===== src/helios_pkg.sv =====
package helios_pkg;

    // global stage of one decoding round, shared by the controller and the array
    typedef enum logic [2:0] {
        stage_idle                = 3'd0,
        stage_measurement_loading = 3'd1,
        stage_growing             = 3'd2,
        stage_merging             = 3'd3,
        stage_peeling             = 3'd4,
        stage_result_valid        = 3'd5
    } stage_t;

    // round bookkeeping
    localparam int iteration_width = 8;
    localparam int cycle_width = 32;

    // syndrome generator
    localparam int lfsr_width = 32;

    // galois form, applied after the right shift when the dropped bit is 1
    localparam logic [lfsr_width-1:0] lfsr_taps = 32'hB4BCD35C;

    // cycles from the last loading cycle to the edge that advances the lfsr
    localparam int update_delay = 4;

    // a boundary message is header, address, then these extra payload bits
    localparam int payload_extra_bits = 9;

endpackage


===== src/stage_controller.sv =====
`timescale 1ns/1ps

module stage_controller #(
    parameter int maximum_initial_delay = 3,
    parameter int maximum_busy_delay = 2
) (
    input  logic clk,
    input  logic reset,
    input  logic start_valid,
    output logic start_ready,
    input  logic busy,
    input  logic odd_clusters,
    output helios_pkg::stage_t stage,
    output logic result_valid,
    output logic [helios_pkg::iteration_width-1:0] iteration_counter,
    output logic [helios_pkg::cycle_width-1:0] cycle_counter
);

    localparam int longest_delay = (maximum_initial_delay > maximum_busy_delay) ?
                                   maximum_initial_delay : maximum_busy_delay;
    localparam int delay_width = $clog2(longest_delay + 1);

    // one counter does both jobs, the loading wait and the busy-low run
    logic [delay_width-1:0] delay_count;
    logic start_fire;
    logic loading_done;
    logic settled;

    assign start_ready = stage == helios_pkg::stage_idle;
    assign start_fire = start_valid && start_ready;
    assign result_valid = stage == helios_pkg::stage_result_valid;

    assign loading_done = delay_count == delay_width'(maximum_initial_delay - 1);

    // busy low in this cycle completes the required run
    assign settled = !busy && delay_count == delay_width'(maximum_busy_delay - 1);

    always_ff @(posedge clk) begin
        if (reset) begin
            stage <= helios_pkg::stage_idle;
            delay_count <= '0;
            iteration_counter <= '0;
            cycle_counter <= '0;
        end else begin
            // holds through idle so the last round's length stays readable
            if (start_fire) begin
                cycle_counter <= '0;
            end else if (stage != helios_pkg::stage_idle) begin
                cycle_counter <= cycle_counter + helios_pkg::cycle_width'(1);
            end

            case (stage)
                helios_pkg::stage_idle: begin
                    if (start_fire) begin
                        stage <= helios_pkg::stage_measurement_loading;
                        delay_count <= '0;
                        iteration_counter <= '0;
                    end
                end
                helios_pkg::stage_measurement_loading: begin
                    if (loading_done) begin
                        stage <= helios_pkg::stage_growing;
                        delay_count <= '0;
                    end else begin
                        delay_count <= delay_count + delay_width'(1);
                    end
                end
                helios_pkg::stage_growing: begin
                    stage <= helios_pkg::stage_merging;
                    delay_count <= '0;
                end
                helios_pkg::stage_merging: begin
                    if (busy) begin
                        delay_count <= '0;
                    end else if (settled) begin
                        delay_count <= '0;
                        if (odd_clusters) begin
                            stage <= helios_pkg::stage_growing;
                            iteration_counter <= iteration_counter +
                                                 helios_pkg::iteration_width'(1);
                        end else begin
                            stage <= helios_pkg::stage_peeling;
                        end
                    end else begin
                        delay_count <= delay_count + delay_width'(1);
                    end
                end
                helios_pkg::stage_peeling: begin
                    if (busy) begin
                        delay_count <= '0;
                    end else if (settled) begin
                        delay_count <= '0;
                        stage <= helios_pkg::stage_result_valid;
                    end else begin
                        delay_count <= delay_count + delay_width'(1);
                    end
                end
                helios_pkg::stage_result_valid: begin
                    stage <= helios_pkg::stage_idle;
                end
                default: begin
                    stage <= helios_pkg::stage_idle;
                end
            endcase
        end
    end

endmodule


===== src/syndrome_source.sv =====
`timescale 1ns/1ps

module syndrome_source #(
    parameter int pu_count = 18,
    parameter logic [helios_pkg::lfsr_width-1:0] lfsr_seed = 32'h1
) (
    input  logic clk,
    input  logic reset,
    input  helios_pkg::stage_t stage,
    input  logic [15:0] readout_index,
    output logic [pu_count-1:0] measurements,
    output logic readout_bit
);

    localparam int timer_width = $clog2(helios_pkg::update_delay + 1);
    localparam int index_width = (pu_count > 1) ? $clog2(pu_count) : 1;

    logic [helios_pkg::lfsr_width-1:0] lfsr_state;
    logic [timer_width-1:0] update_timer;
    logic advance;
    logic [15:0] index_q;

    // rearmed on every loading cycle, so it only runs out after the last one
    always_ff @(posedge clk) begin
        if (reset) begin
            update_timer <= '0;
        end else if (stage == helios_pkg::stage_measurement_loading) begin
            update_timer <= timer_width'(1);
        end else if (update_timer != '0 && !advance) begin
            update_timer <= update_timer + timer_width'(1);
        end else begin
            update_timer <= '0;
        end
    end

    assign advance = update_timer == timer_width'(helios_pkg::update_delay);

    always_ff @(posedge clk) begin
        if (reset) begin
            lfsr_state <= lfsr_seed;
        end else if (advance) begin
            if (lfsr_state[0]) begin
                lfsr_state <= (lfsr_state >> 1) ^ helios_pkg::lfsr_taps;
            end else begin
                lfsr_state <= lfsr_state >> 1;
            end
        end
    end

    // one measurement per processing unit
    assign measurements = lfsr_state[pu_count-1:0];

    // debug line, index register then bit register
    always_ff @(posedge clk) begin
        index_q <= readout_index;
    end

    always_ff @(posedge clk) begin
        if (reset) begin
            readout_bit <= 1'b0;
        end else if (index_q < 16'(pu_count)) begin
            readout_bit <= measurements[index_q[index_width-1:0]];
        end
    end

endmodule


===== src/boundary_fifo.sv =====
`timescale 1ns/1ps

module boundary_fifo #(
    parameter int payload_width = 15,
    parameter int header_width = 3,
    parameter int header_id = 0
) (
    input  logic clk,
    input  logic reset,
    input  logic in_valid,
    output logic in_ready,
    input  logic [payload_width-1:0] in_payload,
    output logic head_valid,
    output logic [header_width+payload_width-1:0] head_message,
    input  logic head_pop
);

    logic [payload_width-1:0] entries [2];
    logic wr_ptr;
    logic rd_ptr;
    logic [1:0] count;
    logic push;
    logic pop;

    assign in_ready = count != 2'd2;
    assign head_valid = count != 2'd0;
    assign push = in_valid && in_ready;
    assign pop = head_pop && head_valid;

    always_ff @(posedge clk) begin
        if (push) begin
            entries[wr_ptr] <= in_payload;
        end
    end

    always_ff @(posedge clk) begin
        if (reset) begin
            wr_ptr <= 1'b0;
            rd_ptr <= 1'b0;
            count <= 2'd0;
        end else begin
            if (push) begin
                wr_ptr <= !wr_ptr;
            end
            if (pop) begin
                rd_ptr <= !rd_ptr;
            end
            if (push && !pop) begin
                count <= count + 2'd1;
            end else if (pop && !push) begin
                count <= count - 2'd1;
            end
        end
    end

    // the other half routes on the header, so each slot stamps its own
    assign head_message = {header_width'(header_id), entries[rd_ptr]};

endmodule


===== src/message_arbiter.sv =====
`timescale 1ns/1ps

module message_arbiter #(
    parameter int slot_count = 6,
    parameter int message_width = 18
) (
    input  logic clk,
    input  logic reset,
    input  logic [slot_count-1:0] head_valid,
    input  logic [slot_count*message_width-1:0] head_message,
    output logic [slot_count-1:0] head_pop,
    output logic link_valid,
    input  logic link_ready,
    output logic [message_width-1:0] link_data
);

    localparam int ptr_width = (slot_count > 1) ? $clog2(slot_count) : 1;

    logic [ptr_width-1:0] rr_ptr;
    logic [ptr_width-1:0] pick;
    logic [ptr_width-1:0] grant;
    logic [ptr_width-1:0] locked_grant;
    logic locked;
    logic found;
    logic transfer;

    // first valid slot at or after the round-robin pointer
    always_comb begin
        int idx;
        pick = '0;
        found = 1'b0;
        for (int offset = 0; offset < slot_count; offset++) begin
            idx = (int'(rr_ptr) + offset) % slot_count;
            if (!found && head_valid[idx]) begin
                found = 1'b1;
                pick = ptr_width'(idx);
            end
        end
    end

    // a stalled message keeps its slot until the link takes it
    assign grant = locked ? locked_grant : pick;
    assign link_valid = locked || found;
    assign link_data = head_message[int'(grant)*message_width +: message_width];
    assign transfer = link_valid && link_ready;

    always_comb begin
        head_pop = '0;
        if (transfer) begin
            head_pop[grant] = 1'b1;
        end
    end

    always_ff @(posedge clk) begin
        if (reset) begin
            rr_ptr <= '0;
            locked <= 1'b0;
            locked_grant <= '0;
        end else if (transfer) begin
            locked <= 1'b0;
            rr_ptr <= (grant == ptr_width'(slot_count - 1)) ? '0 : grant + ptr_width'(1);
        end else if (link_valid) begin
            locked <= 1'b1;
            locked_grant <= grant;
        end
    end

endmodule


===== src/helios_left_top.sv =====
`timescale 1ns/1ps

module helios_left_top #(
    parameter int code_distance_x = 3,
    parameter int code_distance_z = 2,
    parameter int maximum_initial_delay = 3,
    parameter int maximum_busy_delay = 2,
    parameter logic [helios_pkg::lfsr_width-1:0] lfsr_seed = 32'h1,
    localparam int measurement_rounds = (code_distance_x > code_distance_z) ?
                                        code_distance_x : code_distance_z,
    localparam int pu_count = code_distance_x * code_distance_z * measurement_rounds,
    localparam int per_dim_bit_width = $clog2(measurement_rounds),
    localparam int address_width = per_dim_bit_width * 3,
    // one boundary slot per column along z in every measurement round
    localparam int slot_count = code_distance_z * measurement_rounds,
    localparam int header_width = $clog2(slot_count + 1),
    localparam int payload_width = address_width + helios_pkg::payload_extra_bits,
    localparam int message_width = header_width + payload_width
) (
    input  logic clk,
    input  logic reset,
    input  logic start_valid,
    output logic start_ready,
    input  logic busy,
    input  logic odd_clusters,
    output helios_pkg::stage_t stage,
    output logic result_valid,
    output logic [helios_pkg::iteration_width-1:0] iteration_counter,
    output logic [helios_pkg::cycle_width-1:0] cycle_counter,
    output logic [pu_count-1:0] measurements,
    input  logic [15:0] readout_index,
    output logic readout_bit,
    input  logic [slot_count-1:0] boundary_valid,
    output logic [slot_count-1:0] boundary_ready,
    input  logic [slot_count*payload_width-1:0] boundary_payload,
    output logic link_valid,
    input  logic link_ready,
    output logic [message_width-1:0] link_data
);

    logic [slot_count-1:0] head_valid;
    logic [slot_count*message_width-1:0] head_message;
    logic [slot_count-1:0] head_pop;

    // measurements come straight out of the lfsr
    if (pu_count > helios_pkg::lfsr_width) begin : g_pu_count_check
        $error("pu count exceeds the LFSR width");
    end

    stage_controller #(
        .maximum_initial_delay(maximum_initial_delay),
        .maximum_busy_delay(maximum_busy_delay)
    ) controller_inst (
        .clk(clk),
        .reset(reset),
        .start_valid(start_valid),
        .start_ready(start_ready),
        .busy(busy),
        .odd_clusters(odd_clusters),
        .stage(stage),
        .result_valid(result_valid),
        .iteration_counter(iteration_counter),
        .cycle_counter(cycle_counter)
    );

    syndrome_source #(
        .pu_count(pu_count),
        .lfsr_seed(lfsr_seed)
    ) syndrome_inst (
        .clk(clk),
        .reset(reset),
        .stage(stage),
        .readout_index(readout_index),
        .measurements(measurements),
        .readout_bit(readout_bit)
    );

    for (genvar s = 0; s < slot_count; s++) begin : g_slot
        boundary_fifo #(
            .payload_width(payload_width),
            .header_width(header_width),
            .header_id(s)
        ) fifo_inst (
            .clk(clk),
            .reset(reset),
            .in_valid(boundary_valid[s]),
            .in_ready(boundary_ready[s]),
            .in_payload(boundary_payload[s*payload_width +: payload_width]),
            .head_valid(head_valid[s]),
            .head_message(head_message[s*message_width +: message_width]),
            .head_pop(head_pop[s])
        );
    end

    message_arbiter #(
        .slot_count(slot_count),
        .message_width(message_width)
    ) arbiter_inst (
        .clk(clk),
        .reset(reset),
        .head_valid(head_valid),
        .head_message(head_message),
        .head_pop(head_pop),
        .link_valid(link_valid),
        .link_ready(link_ready),
        .link_data(link_data)
    );

endmodule


===== config.mk =====
export PLATFORM = sky130hd
export DESIGN_NAME = helios_left_top
export DESIGN_NICKNAME = d
export VERILOG_FILES = /design/src/helios_pkg.sv /design/src/stage_controller.sv /design/src/syndrome_source.sv /design/src/boundary_fifo.sv /design/src/message_arbiter.sv /design/src/helios_left_top.sv
export SDC_FILE = /design/constraint.sdc
export NUM_CORES = 1
export LEC_CHECK = 0
export BUFFER_PORTS_ARGS = -buffer_cell sky130_fd_sc_hd__buf_2
export CORE_MARGIN = 5
export CORE_UTILIZATION = 50
export CTS_CLUSTER_DIAMETER = 150
export DETAILED_ROUTE_END_ITERATION = 16
export GPL_TIMING_DRIVEN = 0
export PLACE_DENSITY = 0.75
export SLEW_MARGIN = 30
export SYNTH_ARGS = -nofsm -noshare
export SYNTH_HDL_FRONTEND = slang
export SYNTH_SLANG_ARGS = --single-unit

===== constraint.sdc =====
create_clock -name clk -period 10.1 [get_ports clk]
set_input_delay 1.515 -clock clk [delete_from_list [all_inputs] [get_ports clk]]
set_output_delay 1.515 -clock clk [all_outputs]
set_load 0.02 [all_outputs]

# == After elaboration in Yosys (flattened, before gate mapping) ==
# Memories as Yosys holds them, arrays and structs flattened. A register that Yosys moved wholly into a read port is not among the register bits.
# Index checks and enable logic that the tools add are counted.
# word_totals
ff_bits,128
ram_bits,180
input_bits,118
output_inout_bits,89
mem_count,6
# memory_table
name,depth,word_bits,rd,rd_clocked_by_memory_dff,wr,line,text
g_slot[0].fifo_inst.entries,2,15,1,1,1,boundary_fifo.sv:18,logic [payload_width-1:0] entries [2];
g_slot[1].fifo_inst.entries,2,15,1,1,1,boundary_fifo.sv:18,
g_slot[2].fifo_inst.entries,2,15,1,1,1,boundary_fifo.sv:18,
g_slot[3].fifo_inst.entries,2,15,1,1,1,boundary_fifo.sv:18,
g_slot[4].fifo_inst.entries,2,15,1,1,1,boundary_fifo.sv:18,
g_slot[5].fifo_inst.entries,2,15,1,1,1,boundary_fifo.sv:18,
# op_classes
add_sub_neg,22
n_mul,1
div,6
order_cmp,10
n_eq_ne,22
shift,1
muxes,94
n_bitwise,3
n_reduce_logical,91
# ops
op,n
32-bit by 5-bit less-than comparator with 1-bit output (second input constant),6
32-bit by 4-bit modulo with 32-bit output (second input constant),5
108-bit by 32-bit variable part select with 18-bit output,1
1-bit two-way mux,46
3-bit two-way mux,15
1-bit logical AND,34
32-bit by 1-bit adder with 32-bit output (second input constant),1
4-bit by 4-bit modulo with 32-bit output (second input constant),1
2-bit two-way mux,16
32-bit two-way mux,1
8-bit two-way mux,4
1-bit zero test,31
2-bit nonzero test,13
2-bit != test (second input constant),10
1-bit binary-select mux with 3-bit select,6
17-bit inverter with 18-bit output,1
16-bit by 5-bit less-than comparator with 1-bit output (second input constant),1
8-bit one-hot mux with 2 select lines,1
3-bit one-hot mux with 5 select lines,1
2-bit by 1-bit adder with 2-bit output (second input constant),7
3-bit == test (second input constant),4
2-bit by 1-bit subtractor with 2-bit output (second input constant),6
3-bit by 2-bit adder with 4-bit output (second input constant),2
3-bit by 3-bit adder with 4-bit output (second input constant),2
26 further kinds,35

# == Logic depth before layout (Yosys ltp) ==
# logic_depth
ltp_word,30
depth_mapped,23
mapped_depth_nobuf,19

# == Hierarchy ==
# From an unflattened synthesis, not the netlist that was laid out.
# unflattened
cells_unflattened,1589
hier_area_um2,17035.1
# modules_own_cells
mod,instances,cells_each,area_each_um2
boundary_fifo at g_slot[1].fifo_inst ...,5,76,1335.0
message_arbiter,1,638,4642.0
stage_controller,1,280,2309.7
syndrome_source,1,216,2077.0
boundary_fifo at g_slot[0].fifo_inst,1,75,1331.3

# == Least setup slack after synthesis ==
# OpenSTA, ideal clock, no wires.
# synth_path
path_type,reg-to-output
from,reg arbiter_inst.rr_ptr[0]
to,out link_data[0]
arrival_time_ps,4476
t_required_ps,8585
slack_ps,4109
path_stages_with_launch,21
path_cell_list,dfxtp_1 buf_2 buf_2 buf_2 inv_1 ha_1 xor2_1 inv_2 ha_1 nor2b_1 a211oi_1 o31a_1 a31oi_2 nor4b_4 nor4b_1 o41a_1 buf_4 buf_4 mux2i_1 mux2i_1 o22ai_1
# synth_via
elab_chain_cells,23
# synth_rtl
element,line,text
"start, declared",message_arbiter.sv:19,logic [ptr_width-1:0] rr_ptr;
"start signal, assigned",message_arbiter.sv:61,rr_ptr <= (grant == ptr_width'(slot_count - 1)) ? '0 : grant + ptr_width'(1);
"parallel branches: the longest is 19 deep, another holds 32-bit by 4-bit modulo with 32-bit output",--,
3-bit two-way mux *,message_arbiter.sv:34,if (!found && head_valid[idx]) begin
3-bit two-way mux *,message_arbiter.sv:42,assign grant = locked ? locked_grant : pick;
3-bit by 4-bit multiplier with 7-bit output *,message_arbiter.sv:44,assign link_data = head_message[int'(grant)*message_width +: message_width];
108-bit by 32-bit variable part select with 18-bit output *,message_arbiter.sv:44,
"end, declared",helios_left_top.sv:38,output logic [message_width-1:0] link_data
# Every way passes the cells marked *. The select of a mux whose other input is x is not followed.

# == Worst setup path in the final report ==
# layout_path
from,reg arbiter_inst.rr_ptr[0]
to,out link_data[9]
# Same word-level chain as after synthesis.

==> out/qor.csv <==
stage;metric;value;unit
timing;setup_viol;0;
route;drt_wl_total;32.5;mm
yosys;synth_seq_cells;314;
setup_path;critPathMaxFanout;10;
route;dr.pass1.iters;5;
clock_tree;cts_made_buffers;35;
placed_design;placed_area;15600;um2
power_and_ir_drop;swShare;0.415;
yosys;syn_inst;1195;
clock_tree;clk_pin_slew_worst_paths;0.06;ns
clock_tree;cts_hold_buf;0;
die;num_rows;61;
outcome;status;finished, final reports clean;
die;die_area;31600;um2
timing;hold_viol_final;0;
yosys;synth_top_cell_by_area;edfxtp_1;
finish;final_nets;1580;
yosys;synthTopCellsByCount;edfxtp_1 (180), dfxtp_1 (134), mux2i_1 (130);
route;met1Wirelength;14.5;mm
power_and_ir_drop;power_density;348;nW/um2
power_and_ir_drop;switchingPower;2.44;mW
die;io_pins;207;
yosys;syn-cell-area;14100;um2
power_and_ir_drop;power;5.87;mW
timing;timing.fmax;0.131;GHz
setup_path;crit_path_end_kind;output pin;
route;routed.top_layer;met5;
timing;period_share;0.757;
setup_path;path_class;reg2out;
timing;rsz0062_at_grt;false;
route;viasPerCell;5.39;
clock_tree;htree_levels;2;
die;dieWidth;178;um
finish;final_util;0.607;
yosys;synth.top_cells.by_area;edfxtp_1 (38%), dfxtp_1 (19%), mux2i_1 (9.2%);
setup_path;startpoint_type;flip-flop;
global_routing;antenna_found_initial;6;
route;wl_met2;15.3;mm
worst_hold_path;hold_path_class;reg2reg;
placed_design;place_congestion;0.922;
timing;setup_tns;0;ns
placed_design;io_buffers;206;
power_and_ir_drop;internal-power;3.43;mW
yosys;async_flop_share;0;
route;wl_met3;2.03;mm
finish;design_area;16900;um2
yosys;ys_seq_area_frac;0.574;
route;drt_iter0_markers;591;
clock_tree;clockBufferDepth;3;
clock_tree;insertion_delay;0.52;ns
yosys;synth_edf_count;180;
timing;min_period;7.65;ns
global_routing;grt_pass1_wl;50.7;mm
timing;final_max_slew_viol_count;0;
timing;relSlewSlack;0.445;
route;num_vias;9936;
route;ant_nets;0;
finish;fillers;2293;
power_and_ir_drop;clkPwrFrac;0.229;
power_and_ir_drop;p_leak;6.51;nW
timing;tightest_slew;0.832;ns
clock_tree;clockRootBuffer;clkbuf_16;
job;drv_cap;0;
die;start_util;0.507;
setup_path;cp.required;8.59;ns
yosys;post_synth.cell_area_avg;11.8;um2
yosys;synth_top_area_share;0.383;
placed_design;dp_hpwl;23.9;mm
yosys;synth_ff_type;edfxtp_1;
global_routing;grt_pass1_vias;9649;
clock_tree;cts_tree;done;
route;drc;0;
yosys;yosys_warnings;0;
timing;fin_skew;0.0189;ns
die;fp.dieH;178;um
global_routing;overflow;0;
route;wire_per_inst;17.6;um
setup_path;worstPathArrival;6.13;ns
yosys;yosysMostFrequentCell;edfxtp_1;
finish;drive_gt1_frac;0.231;
global_routing;track_usage;0.200;
power_and_ir_drop;pwr-share-comb;0.488;
clock_tree;clkSinkCount;314;
yosys;synth_fp_nets;1337;
power_and_ir_drop;seqPwrFrac;0.282;
clock_tree;post_cts_buffers;0;
finish;syn_to_final_growth;19.7;%
yosys;synth.distinct_cells;69;
clock_tree;cts_resized;0;
global_routing;grt_max_degree;16;
power_and_ir_drop;peakVddDrop;0.000225;V
die;core_area;27800;um2
## path summary, 6_finish.rpt
path                                      from                           end  slack (ns)  cells after the start
setup / recovery        arbiter_inst.rr_ptr[0]                  link_data[9]        2.45                     21
setup reg to reg        arbiter_inst.rr_ptr[0]  g_slot[5].fifo_inst.count[1]        4.32                     21
hold / removal    syndrome_inst.lfsr_state[23]  syndrome_inst.lfsr_state[22]        0.45                      2
hold reg to reg   syndrome_inst.lfsr_state[23]  syndrome_inst.lfsr_state[22]        0.45                      2
## power groups by stage
stage          Sequential, mW  Clock [mW]  Combinational, mW
2_1_floorplan            1.66           0               1.99
3_3_place_gp             1.67           0               2.78
3_5_place_dp             1.68           0               2.81
4_1_cts                  1.66        1.37               2.83
5_1_grt                  1.68        1.42               3.04
6_report                 1.66        1.35               2.87
## through the flow
step	hold slack, ns	setup slack [ns]	instances
3_3_place_gp	0.442	3.08	1779
5_1_grt	0.463	2.01	1845
3_5_place_dp	0.446	3.05	1779
6_report	0.452	2.45	1845
4_1_cts	0.453	2.48	1843
2_1_floorplan	0.432	4.11	1195
## state kept, by name, indices dropped and copies added, names as in the netlist, named ones only
name and count:
controller_inst.iteration_counter 8, controller_inst.cycle_counter 32, g_slot.fifo_inst.wr_ptr 6, arbiter_inst.locked_grant 3
syndrome_inst.index_q 16, controller_inst.delay_count 2, g_slot.fifo_inst.count 12, arbiter_inst.rr_ptr 3
controller_inst.stage 3, g_slot.fifo_inst.rd_ptr 6, arbiter_inst.locked 1, g_slot.fifo_inst.entries 180
syndrome_inst.update_timer 3, syndrome_inst.readout_bit 1, syndrome_inst.lfsr_state 32
## logic make-up after synthesis
kind of cell	synth area share
multiplexers	0.123
flip-flops	0.574
AO/OA/AOI/OAI	0.0787
XOR/XNOR	0.0447
adder cells (fa/ha/maj)	0.0213
buffers and inverters	0.0384
AND/OR/NAND/NOR	0.120
## layout make-up
class	count	area (um2)	share of cell area
clock buffers	45	953	0.0565
repair buffers	206	1030	0.0611
clock inverters	19	293	0.0174
multi-input cells	769	5480	0.325
flip-flops and latches	314	8090	0.480
diodes	2	5.00	0.000297
well taps	378	473	0.0280
inverters	27	101	0.00601
plain buffers	85	440	0.0261
## layer usage
| metal | track usage | vias to the layer above |
|---|---|---|
| met2 | 0.318 | 292 |
| met1 | 0.281 | 4780 |
| met4 | 0.0516 | 8 |
| li1 | - | 4800 |
| met5 | 0 | - |
| met3 | 0.0422 | 56 |
## worst max-delay path, cell delays in order, from the launching register on
cell and delay (ns):
dfxtp_1 0.41, buf_2 0.24, buf_2 0.26, buf_2 0.27
inv_1 0.10, ha_1 0.23, xor2_1 0.23, inv_2 0.11
ha_1 0.28, nor2b_1 0.22, a211oi_1 0.16, o31a_1 0.33
a31oi_2 0.34, nor4b_4 0.38, nor4b_1 0.29, o41a_1 0.31
buf_4 0.25, buf_4 0.26, mux2i_1 0.27, mux2i_1 0.15
o22ai_1 0.26, buf_2 0.23
## cells in the final DEF, fill, tap and decap left out, types with 35 or more instances in the layout
master,n
clkbuf_1,48
nand2_1,86
edfxtp_1,180
mux2i_1,130
dfxtp_1,134
nor2_1,100
o21ai_0,38
clkbuf_16,35
buf_2,216
xor2_1,42
a21oi_1,50
(Power assumes the default switching activity.)
